<file path="src/rtl/lsu_pkg.sv">
`default_nettype none

package lsu_pkg;

    parameter int XLEN      = 32;
    parameter int MBE_WIDTH = XLEN / 8;    // one enable per byte lane

    // low three bits are the RV32I funct3, bit 3 set for stores
    typedef enum logic [3:0] {
        lb  = 4'b0000,
        lh  = 4'b0001,
        lw  = 4'b0010,
        lbu = 4'b0100,
        lhu = 4'b0101,
        sb  = 4'b1000,
        sh  = 4'b1001,
        sw  = 4'b1010
    } mem_op_t;

    typedef enum logic [1:0] {
        size_byte = 2'b00,
        size_half = 2'b01,
        size_word = 2'b10
    } access_size_t;

endpackage : lsu_pkg

`default_nettype wire

</file>
<file path="src/rtl/lsu_decode.sv">
`timescale 1ns/1ps
`default_nettype none

module lsu_decode #(
    parameter int ADDR_WIDTH = 32
) (
    input  logic                       clk,
    input  logic                       rst_n,
    input  logic                       req_valid,
    input  lsu_pkg::mem_op_t           req_op,
    input  logic [ADDR_WIDTH-1:0]      req_addr,
    input  logic [lsu_pkg::XLEN-1:0]   req_wdata,
    input  logic                       done,
    output logic                       busy,
    output logic                       dec_valid,
    output lsu_pkg::access_size_t      dec_size,
    output logic                       dec_unsigned,
    output logic                       dec_write,
    output logic [ADDR_WIDTH-1:0]      dec_addr,
    output logic [lsu_pkg::XLEN-1:0]   dec_wdata
);

    logic             busy_q;
    logic             accept;
    lsu_pkg::mem_op_t op_q;

    assign busy   = busy_q & ~done;    // free again in the done cycle
    assign accept = req_valid & ~busy;

    always_ff @(posedge clk or negedge rst_n) begin
        if (!rst_n) begin
            busy_q    <= 1'b0;
            dec_valid <= 1'b0;
        end else begin
            dec_valid <= accept;
            if (accept) begin
                busy_q <= 1'b1;    // back-to-back accept wins over done
            end else if (done) begin
                busy_q <= 1'b0;
            end
        end
    end

    always_ff @(posedge clk) begin
        if (accept) begin
            op_q      <= req_op;
            dec_addr  <= req_addr;
            dec_wdata <= req_wdata;
        end
    end

    // split the held op into size, sign and direction
    always_comb begin
        dec_size     = lsu_pkg::size_word;
        dec_unsigned = 1'b0;
        dec_write    = 1'b0;
        case (op_q)
            lsu_pkg::lb:  dec_size = lsu_pkg::size_byte;
            lsu_pkg::lh:  dec_size = lsu_pkg::size_half;
            lsu_pkg::lw:  dec_size = lsu_pkg::size_word;
            lsu_pkg::lbu: begin
                dec_size     = lsu_pkg::size_byte;
                dec_unsigned = 1'b1;
            end
            lsu_pkg::lhu: begin
                dec_size     = lsu_pkg::size_half;
                dec_unsigned = 1'b1;
            end
            lsu_pkg::sb: begin
                dec_size  = lsu_pkg::size_byte;
                dec_write = 1'b1;
            end
            lsu_pkg::sh: begin
                dec_size  = lsu_pkg::size_half;
                dec_write = 1'b1;
            end
            lsu_pkg::sw: begin
                dec_size  = lsu_pkg::size_word;
                dec_write = 1'b1;
            end
            default: ;
        endcase
    end

endmodule : lsu_decode

`default_nettype wire

</file>
<file path="src/rtl/lsu_execute.sv">
`timescale 1ns/1ps
`default_nettype none

module lsu_execute #(
    parameter int ADDR_WIDTH = 32
) (
    input  logic                            clk,
    input  logic                            rst_n,
    input  logic                            dec_valid,
    input  lsu_pkg::access_size_t           dec_size,
    input  logic                            dec_unsigned,
    input  logic                            dec_write,
    input  logic [ADDR_WIDTH-1:0]           dec_addr,
    input  logic [lsu_pkg::XLEN-1:0]        dec_wdata,
    input  logic                            data_mem_resp,
    output logic                            data_read,
    output logic                            data_write,
    output logic [ADDR_WIDTH-1:0]           data_mem_address,
    output logic [lsu_pkg::MBE_WIDTH-1:0]   data_mbe,
    output logic [lsu_pkg::XLEN-1:0]        data_mem_wdata,
    output logic                            mem_done,
    output logic                            mem_is_load,
    output logic [lsu_pkg::MBE_WIDTH-1:0]   mem_mbe,
    output lsu_pkg::access_size_t           mem_size,
    output logic                            mem_unsigned
);

    logic [lsu_pkg::MBE_WIDTH-1:0] mbe_next;
    logic [lsu_pkg::XLEN-1:0]      wdata_next;
    logic                          active;

    assign active  = data_read | data_write;
    assign mem_mbe = data_mbe;    // lane info for the load extractor

    // byte enables from size and low address bits
    always_comb begin
        mbe_next = '0;
        case (dec_size)
            lsu_pkg::size_byte: begin
                case (dec_addr[1:0])
                    2'b00:   mbe_next = 4'b0001;
                    2'b01:   mbe_next = 4'b0010;
                    2'b10:   mbe_next = 4'b0100;
                    default: mbe_next = 4'b1000;
                endcase
            end
            lsu_pkg::size_half: begin
                mbe_next = dec_addr[1] ? 4'b1100 : 4'b0011;    // bit 0 ignored
            end
            lsu_pkg::size_word: mbe_next = 4'b1111;
            default: ;
        endcase
    end

    // move the low byte or half into the enabled lanes
    always_comb begin
        wdata_next = '0;
        case (mbe_next)
            4'b0001: wdata_next = {24'b0, dec_wdata[7:0]};
            4'b0010: wdata_next = {16'b0, dec_wdata[7:0], 8'b0};
            4'b0100: wdata_next = {8'b0, dec_wdata[7:0], 16'b0};
            4'b1000: wdata_next = {dec_wdata[7:0], 24'b0};
            4'b0011: wdata_next = {16'b0, dec_wdata[15:0]};
            4'b1100: wdata_next = {dec_wdata[15:0], 16'b0};
            4'b1111: wdata_next = dec_wdata;
            default: ;
        endcase
    end

    always_ff @(posedge clk or negedge rst_n) begin
        if (!rst_n) begin
            data_read  <= 1'b0;
            data_write <= 1'b0;
            data_mbe   <= '0;
            mem_done   <= 1'b0;
        end else begin
            mem_done <= active & data_mem_resp;    // one cycle after the response
            if (dec_valid) begin
                data_read  <= ~dec_write;
                data_write <= dec_write;
                data_mbe   <= mbe_next;
            end else if (active && data_mem_resp) begin
                data_read  <= 1'b0;    // levels drop after the response
                data_write <= 1'b0;
            end
        end
    end

    // payload held stable for the whole access
    always_ff @(posedge clk) begin
        if (dec_valid) begin
            data_mem_address <= {dec_addr[ADDR_WIDTH-1:2], 2'b00};
            data_mem_wdata   <= wdata_next;
            mem_is_load      <= ~dec_write;
            mem_size         <= dec_size;
            mem_unsigned     <= dec_unsigned;
        end
    end

endmodule : lsu_execute

`default_nettype wire

</file>
<file path="src/rtl/lsu_result.sv">
`timescale 1ns/1ps
`default_nettype none

module lsu_result (
    input  logic                            clk,
    input  logic                            rst_n,
    input  logic                            mem_done,
    input  logic                            mem_is_load,
    input  logic [lsu_pkg::MBE_WIDTH-1:0]   mem_mbe,
    input  lsu_pkg::access_size_t           mem_size,
    input  logic                            mem_unsigned,
    input  logic [lsu_pkg::XLEN-1:0]        data_mem_rdata,
    output logic                            done,
    output logic [lsu_pkg::XLEN-1:0]        load_data
);

    logic [lsu_pkg::XLEN-1:0] rdata_q;
    logic [7:0]               byte_lane;
    logic [15:0]              half_lane;
    logic [lsu_pkg::XLEN-1:0] load_next;

    // holds the response word while mem_done is high
    always_ff @(posedge clk) begin
        rdata_q <= data_mem_rdata;
    end

    // pick the enabled lane
    always_comb begin
        byte_lane = rdata_q[7:0];
        half_lane = rdata_q[15:0];
        case (mem_mbe)
            4'b0010: byte_lane = rdata_q[15:8];
            4'b0100: byte_lane = rdata_q[23:16];
            4'b1000: byte_lane = rdata_q[31:24];
            4'b1100: half_lane = rdata_q[31:16];
            default: ;
        endcase
    end

    always_comb begin
        load_next = rdata_q;    // word loads pass as is
        case (mem_size)
            lsu_pkg::size_byte: begin
                load_next = {{(lsu_pkg::XLEN-8){byte_lane[7] & ~mem_unsigned}}, byte_lane};
            end
            lsu_pkg::size_half: begin
                load_next = {{(lsu_pkg::XLEN-16){half_lane[15] & ~mem_unsigned}}, half_lane};
            end
            default: ;
        endcase
    end

    always_ff @(posedge clk or negedge rst_n) begin
        if (!rst_n) begin
            done      <= 1'b0;
            load_data <= '0;
        end else begin
            done <= mem_done;    // stores finish here too
            if (mem_done && mem_is_load) begin
                load_data <= load_next;
            end
        end
    end

endmodule : lsu_result

`default_nettype wire

</file>
<file path="src/rtl/lsu_top.sv">
`timescale 1ns/1ps
`default_nettype none

module lsu_top #(
    parameter int ADDR_WIDTH = 32
) (
    input  logic                            clk,
    input  logic                            rst_n,

    // requester side
    input  logic                            req_valid,
    input  lsu_pkg::mem_op_t                req_op,
    input  logic [ADDR_WIDTH-1:0]           req_addr,
    input  logic [lsu_pkg::XLEN-1:0]        req_wdata,
    output logic                            busy,
    output logic                            done,
    output logic [lsu_pkg::XLEN-1:0]        load_data,

    // data memory side
    output logic                            data_read,
    output logic                            data_write,
    output logic [ADDR_WIDTH-1:0]           data_mem_address,
    output logic [lsu_pkg::MBE_WIDTH-1:0]   data_mbe,
    output logic [lsu_pkg::XLEN-1:0]        data_mem_wdata,
    input  logic [lsu_pkg::XLEN-1:0]        data_mem_rdata,
    input  logic                            data_mem_resp
);

    logic                          dec_valid;
    lsu_pkg::access_size_t         dec_size;
    logic                          dec_unsigned;
    logic                          dec_write;
    logic [ADDR_WIDTH-1:0]         dec_addr;
    logic [lsu_pkg::XLEN-1:0]      dec_wdata;

    logic                          mem_done;
    logic                          mem_is_load;
    logic [lsu_pkg::MBE_WIDTH-1:0] mem_mbe;
    lsu_pkg::access_size_t         mem_size;
    logic                          mem_unsigned;

    lsu_decode #(
        .ADDR_WIDTH(ADDR_WIDTH)
    ) lsu_decode_inst (
        .clk         (clk),
        .rst_n       (rst_n),
        .req_valid   (req_valid),
        .req_op      (req_op),
        .req_addr    (req_addr),
        .req_wdata   (req_wdata),
        .done        (done),    // releases busy
        .busy        (busy),
        .dec_valid   (dec_valid),
        .dec_size    (dec_size),
        .dec_unsigned(dec_unsigned),
        .dec_write   (dec_write),
        .dec_addr    (dec_addr),
        .dec_wdata   (dec_wdata)
    );

    lsu_execute #(
        .ADDR_WIDTH(ADDR_WIDTH)
    ) lsu_execute_inst (
        .clk             (clk),
        .rst_n           (rst_n),
        .dec_valid       (dec_valid),
        .dec_size        (dec_size),
        .dec_unsigned    (dec_unsigned),
        .dec_write       (dec_write),
        .dec_addr        (dec_addr),
        .dec_wdata       (dec_wdata),
        .data_mem_resp   (data_mem_resp),
        .data_read       (data_read),
        .data_write      (data_write),
        .data_mem_address(data_mem_address),
        .data_mbe        (data_mbe),
        .data_mem_wdata  (data_mem_wdata),
        .mem_done        (mem_done),
        .mem_is_load     (mem_is_load),
        .mem_mbe         (mem_mbe),
        .mem_size        (mem_size),
        .mem_unsigned    (mem_unsigned)
    );

    lsu_result lsu_result_inst (
        .clk           (clk),
        .rst_n         (rst_n),
        .mem_done      (mem_done),
        .mem_is_load   (mem_is_load),
        .mem_mbe       (mem_mbe),
        .mem_size      (mem_size),
        .mem_unsigned  (mem_unsigned),
        .data_mem_rdata(data_mem_rdata),    // straight from memory
        .done          (done),
        .load_data     (load_data)
    );

endmodule : lsu_top

`default_nettype wire

</file>
<file path="config.mk">
export PLATFORM = sky130hd
export DESIGN_NAME = lsu_top
export DESIGN_NICKNAME = d
export VERILOG_FILES = /design/src/rtl/lsu_pkg.sv /design/src/rtl/lsu_decode.sv /design/src/rtl/lsu_execute.sv /design/src/rtl/lsu_result.sv /design/src/rtl/lsu_top.sv
export SDC_FILE = /design/constraint.sdc
export NUM_CORES = 1
export LEC_CHECK = 0
export BUFFER_PORTS_ARGS = -buffer_cell sky130_fd_sc_hd__buf_2
export CORE_UTILIZATION = 41
export CTS_CLUSTER_SIZE = 8
export DETAILED_ROUTE_END_ITERATION = 7
export PLACE_DENSITY = 0.65
export SYNTH_ARGS = -nofsm -noshare
export SYNTH_HDL_FRONTEND = slang
export SYNTH_SLANG_ARGS = --single-unit
</file>
<file path="constraint.sdc">
create_clock -name clk -period 2.9 [get_ports clk]
set_clock_uncertainty 0.1 [all_clocks]
set_input_delay 0.435 -clock clk [delete_from_list [all_inputs] [get_ports clk]]
set_output_delay 0.435 -clock clk [all_outputs]
set_load 0.02 [all_outputs]
</file>
Word level (Yosys, flattened, before mapping) --
Index checks and enable logic that the tools add are counted.
Operators by class: reductions and logical operators 12, multiplexer cells 15, bitwise operators 10, eq/ne operators 22
Operator list (count):
- $pmux W32 S7 | 1
- $pmux W32 S2 | 1
- $eq A4 B4 Y1 const B | 8
- $pmux W4 S3 | 2
- $pmux W8 S3 | 1
- $eq A4 B3 Y1 const B | 4
- $mux W16 | 1
- $eq A4 B2 Y1 const B | 3
- $reduce_or A3 Y1 | 3
- $eq A4 B1 Y1 const B | 2
- $mux W1 | 7
- $eq A2 B1 Y1 const B | 3
- $logic_not A2 Y1 | 3
- $and A1 B1 Y1 | 5
- $eq A2 B2 Y1 const B | 2
- $logic_not A4 Y1 | 1
- $mux W4 | 1
- $not A1 Y1 | 4
- $pmux W2 S2 | 1
- $reduce_bool A2 Y1 | 2
- $logic_and A1 B1 Y1 | 2
- $reduce_or A2 Y1 | 1
- $or A1 B1 Y1 | 1
Word-level totals: flip-flop bits (word level) 208, output and inout port bits 104, logic and storage cells 76, input bits 104

Logic depth before layout (Yosys ltp) --
word-level depth 7, mapped depth 9

Cells and area by module --
Synthesis repeated with hierarchy kept, for this count alone.
Second synthesis, totals: cell total of the unflattened synthesis 525, area, all modules 7780.0 sq um
By module, submodules not included:
- lsu_execute | cells an instance 173, area each 2829.0 sq um, instances 1, sequential area each 2157.1 sq um
- lsu_result | cells an instance 272, area each 2787.7 sq um, instances 1, sequential area each 1466.4 sq um
- lsu_decode | cells an instance 80, area each 2163.3 sq um, instances 1, sequential area each 2092.0 sq um

Least setup slack after synthesis --
OpenSTA, ideal clock, no wires.
path type register -> register, start point register lsu_result_inst.done, end point register lsu_decode_inst.dec_addr[0], enable pin, buffers on the path 0, path slack 147 ps, data required time 2366 ps, cell stages (with the launch flop) 3, arrival 2219 ps, period minus slack after synthesis 2753 ps, path through dfrtp_1 -> nand2b_1 -> and2_1
On the way: longest elaborated chain between the ends 4
Ends and longest elaborated chain:
- from (decl) | line lsu_result.sv:13 | output logic done,
- from (signal assigned) | line lsu_result.sv:58 | done <= mem_done;
- $not A1 Y1 | line lsu_decode.sv:27 | assign busy = busy_q & ~done;
- $and A1 B1 Y1 | line lsu_decode.sv:27
- $not A1 Y1 | line lsu_decode.sv:28 | assign accept = req_valid & ~busy;
- $and A1 B1 Y1 | line lsu_decode.sv:28
- via lsu_decode_inst.accept | line lsu_decode.sv:24 | logic accept;
- to (signal assigned) | line lsu_decode.sv:47 | dec_addr <= req_addr;
- to (decl) | line lsu_decode.sv:19 | output logic [ADDR_WIDTH-1:0] dec_addr,
The timed path passes the listed nets, and every way through them passes these cells. A chain may end at the register's enable or synchronous reset.

Final worst setup path --
start point register lsu_execute_inst.data_mbe[1] (netlist bit), end point register lsu_result_inst.load_data[21] (netlist bit)
On the way: longest elaborated chain between the ends 4, elaborated cells between the ends (all ways) 9, classes of those cells 4 x eq/ne; 3 x mux; 2 x bitwise
Ends and longest elaborated chain:
- from (decl) | line lsu_execute.sv:19 | output logic [lsu_pkg::MBE_WIDTH-1:0] data_mbe,
- from (signal assigned) | line lsu_execute.sv:81 | data_mbe <= mbe_next;
- $eq A4 B4 Y1, or another cell as far along | line lsu_result.sv:31 | case (mem_mbe)
- $pmux W8 S3 / $mux W16 (equally long branches) | line lsu_result.sv:31
- $and A1 B1 Y1, on equally long branches | line lsu_result.sv:44, lsu_result.sv:47
- $pmux W32 S2 * | line lsu_result.sv:42 | case (mem_size)
- to (signal assigned) | line lsu_result.sv:60 | load_data <= load_next;
- to (decl) | line lsu_result.sv:14 | output logic [lsu_pkg::XLEN-1:0] load_data
Mark *: on every way between the ends. The rest lies on a longest branch, timed or not.

==> qor.txt <==
Status: finished clean
Nets: 941
Power Density: 837 mW/mm²
Most frequent cells after synthesis: edfxtp_1, nand2_1, a21oi_1, dfrtp_1, o21ai_0
Core box area: 0.0179 mm²
Synth cell types: 40
DIE HEIGHT: 137 µm
FP Rows: 49
# IOs: 208
Fmax achieved: 392 MHz
Largest cells by area after synthesis: edfxtp_1, dfrtp_1, dfxtp_1
Synth warnings: 0
CTS resizes: 0
H-Tree Depth: 1
Core Util, Final: 59.6%
N_diodes: 0
Vias per cell: 5.18
Crit path kind: flop to flop
Arrival @ worst endpoint: 2.91 ns
Period utilization: 88.0%
Async S/R FF share, synth: 20.2%
Netlist Area Pre-Place: 0.00749 mm²
CTS Buf Count: 30
Worst skew pair latency: 0.55 ns
Clk pin slew, worst setup/hold paths: 0.05 ns
Buffers on Ports: 205
Via count: 5,645
Area share of the largest cell type after synthesis: 53.7%
Fin Setup TNS: 0 ns
Routability Congestion: 0.841
Remaining DRCs: 0
Vias in the first global route: 5,784
CTS Sinks: 208
Root buffer cell: clkbuf_16
Startpoint Class: flop
Final setup fails: 0
RSZ-0062 raised after global routing: false
Initial Utilization: 41.8%
Hold Path Class: input pin to flop
Routed WL: 20,300 µm
Max_slew headroom: 33.6%
Global Route Usage Sum: 21.7%
Drt wl/cell: 18.6 µm
Most frequent cell after synthesis: edfxtp_1
CTS Buffer Depth: 3
DP HPWL: 12,100 µm
Largest net degree at the start of global routing: 78
Seq/Total Area, Yosys: 76.3%
DR iter-0 viols: 435
Leak Pwr: 0.00434 µW
Die area: 0.0188 mm²
Tmin final: 2.55 ns
Synth Area per Inst: 14.5 µm²
CTS tree: done
Syn Inst Count: 516
Number of synthesized flops with an enable pin: 134
Die width: 137 µm
Final Power: 8930 µW
Pre-antenna DRT Iters: 5
First-pass GRT wire length: 31,000 µm
Initial antenna violation count: 1
Area delta synth->final: 42.4%
Fill cells: 1,380
CP max FO: 16
Seq cells post-synth: 208
Worst-Margin Slew: 0.996 ns
Share of post-route cells with drive strength above 1: 29.6%
CP required: 3.26 ns
Final hold vios: 0
Post-route ant nets: 0
Number of max-cap violations: 0
Final Max Slew Viols: 0
Peak VDD IR: 0.639 mV
Synth Flop Type: edfxtp_1
Total congestion overflow: 0
Area leader, netlist: edfxtp_1
Setup crit end kind: flop
## final timing paths
kind / startpoint / end / slack, ns / cells after the start
worst max register to register: lsu_execute_inst.data_mbe[1] / lsu_result_inst.load_data[21] / 0.35 / 4
min in group asynchronous: rst_n / lsu_execute_inst.data_mbe[3] / 0.51 / 2
worst min register to register: lsu_execute_inst.mem_done / lsu_result_inst.done / 0.30 / 0
max in group asynchronous: rst_n / lsu_decode_inst.dec_valid / 1.49 / 2
worst min-delay path: req_valid / lsu_decode_inst.busy_q / 0.02 / 2
worst max-delay path: lsu_execute_inst.data_mbe[1] / lsu_result_inst.load_data[21] / 0.35 / 4
## repair_timing
item,in CTS,in global routing
hold endpoints to repair,142,0
setup endpoints to repair,0,0
setup buffers,0,0
hold buffers,101,0
## flip-flops by register name, indices dropped and copies added, names as in the netlist
register,cells
lsu_execute_inst.mem_unsigned,1
lsu_result_inst.done,1
lsu_execute_inst.mem_size,2
lsu_result_inst.rdata_q,32
lsu_execute_inst.data_mem_wdata,32
lsu_decode_inst.op_q,4
lsu_decode_inst.dec_wdata,32
lsu_decode_inst.busy_q,1
lsu_execute_inst.data_write,1
lsu_execute_inst.data_mem_address,30
lsu_execute_inst.data_mbe,4
lsu_execute_inst.mem_done,1
lsu_execute_inst.mem_is_load,1
lsu_decode_inst.dec_addr,32
lsu_execute_inst.data_read,1
lsu_decode_inst.dec_valid,1
lsu_result_inst.load_data,32
## per-stage QoR
step           cell area [µm²]  setup WS [ns]  instances  hold WS, ns
6_report                 10700          0.348       1090       0.0237
5_1_grt                  10700          0.204       1090       0.0223
4_1_cts                  10700          0.334       1090      0.00697
3_5_place_dp              8770          0.383        933        0.285
3_3_place_gp              8770          0.509        933        0.279
2_1_floorplan             7490          0.147        517       0.0394
## worst max-delay path: stages (launching register included)
cell and delay [ns]:
dfrtp_1 0.47, nor4b_2 0.83, a221o_1 0.62, a21oi_4 0.24, a21oi_1 0.20
## per-layer routing
metal	vias to the layer above	GRT usage, %	wire length [µm]
met5	-	0	14
met4	2	8.42	744
met3	56	6.37	1880
met2	319	36.1	9860
met1	2681	26.4	7810
li1	2587	-	-
## cell type report
cell class              count  area (µm²)  share of cell area (%)
well taps                 229         287                    2.69
inverters                  14        52.6                   0.493
clock buffers              54         841                    7.89
multi-input cells         266        1590                    14.9
clock inverters             2        38.8                   0.364
repair buffers            317        2130                    20.0
flip-flops and latches    208        5720                    53.6
## power breakdown
part	internal (µW)	leakage, µW	switching [µW]
clock network	1940	0.000414	1260
registers	3600	0.00199	321
logic	714	0.00194	1090
total	6260	0.00434	2670
## cells by family after synthesis
kind of cell / count (synthesis) / share of synthesized area [%]
multiplexers: 2 / 0.267
XOR/XNOR: 1 / 0.117
AO/OA/AOI/OAI: 152 / 13.6
buffers and inverters: 43 / 2.47
AND/OR/NAND/NOR: 109 / 7.15
other: 1 / 0.0501
flip-flops: 208 / 76.3
## cell usage in the layout (no fill, tap or decap), types with 2 or more instances in the layout
cell type      count
buf_2            205
edfxtp_1         134
dlygate4sd3_1    101
nand2_1           51
a21oi_1           47
dfrtp_1           41
o21ai_0           36
dfxtp_1           32
clkbuf_16         30
clkbuf_1          24
nor2_1            22
a22o_1            17
a222oi_1          15
a22oi_1           15
inv_1             11
and2_1            10
buf_4             10
nor3b_1            9
o22ai_1            7
o22a_1             7
nand2b_1           6
clkinv_1           3
and3_1             2
nor2b_1            2
mux2i_1            2
a31oi_1            2
conb_1             2
No activity file was read; power rests on OpenSTA's default activity.
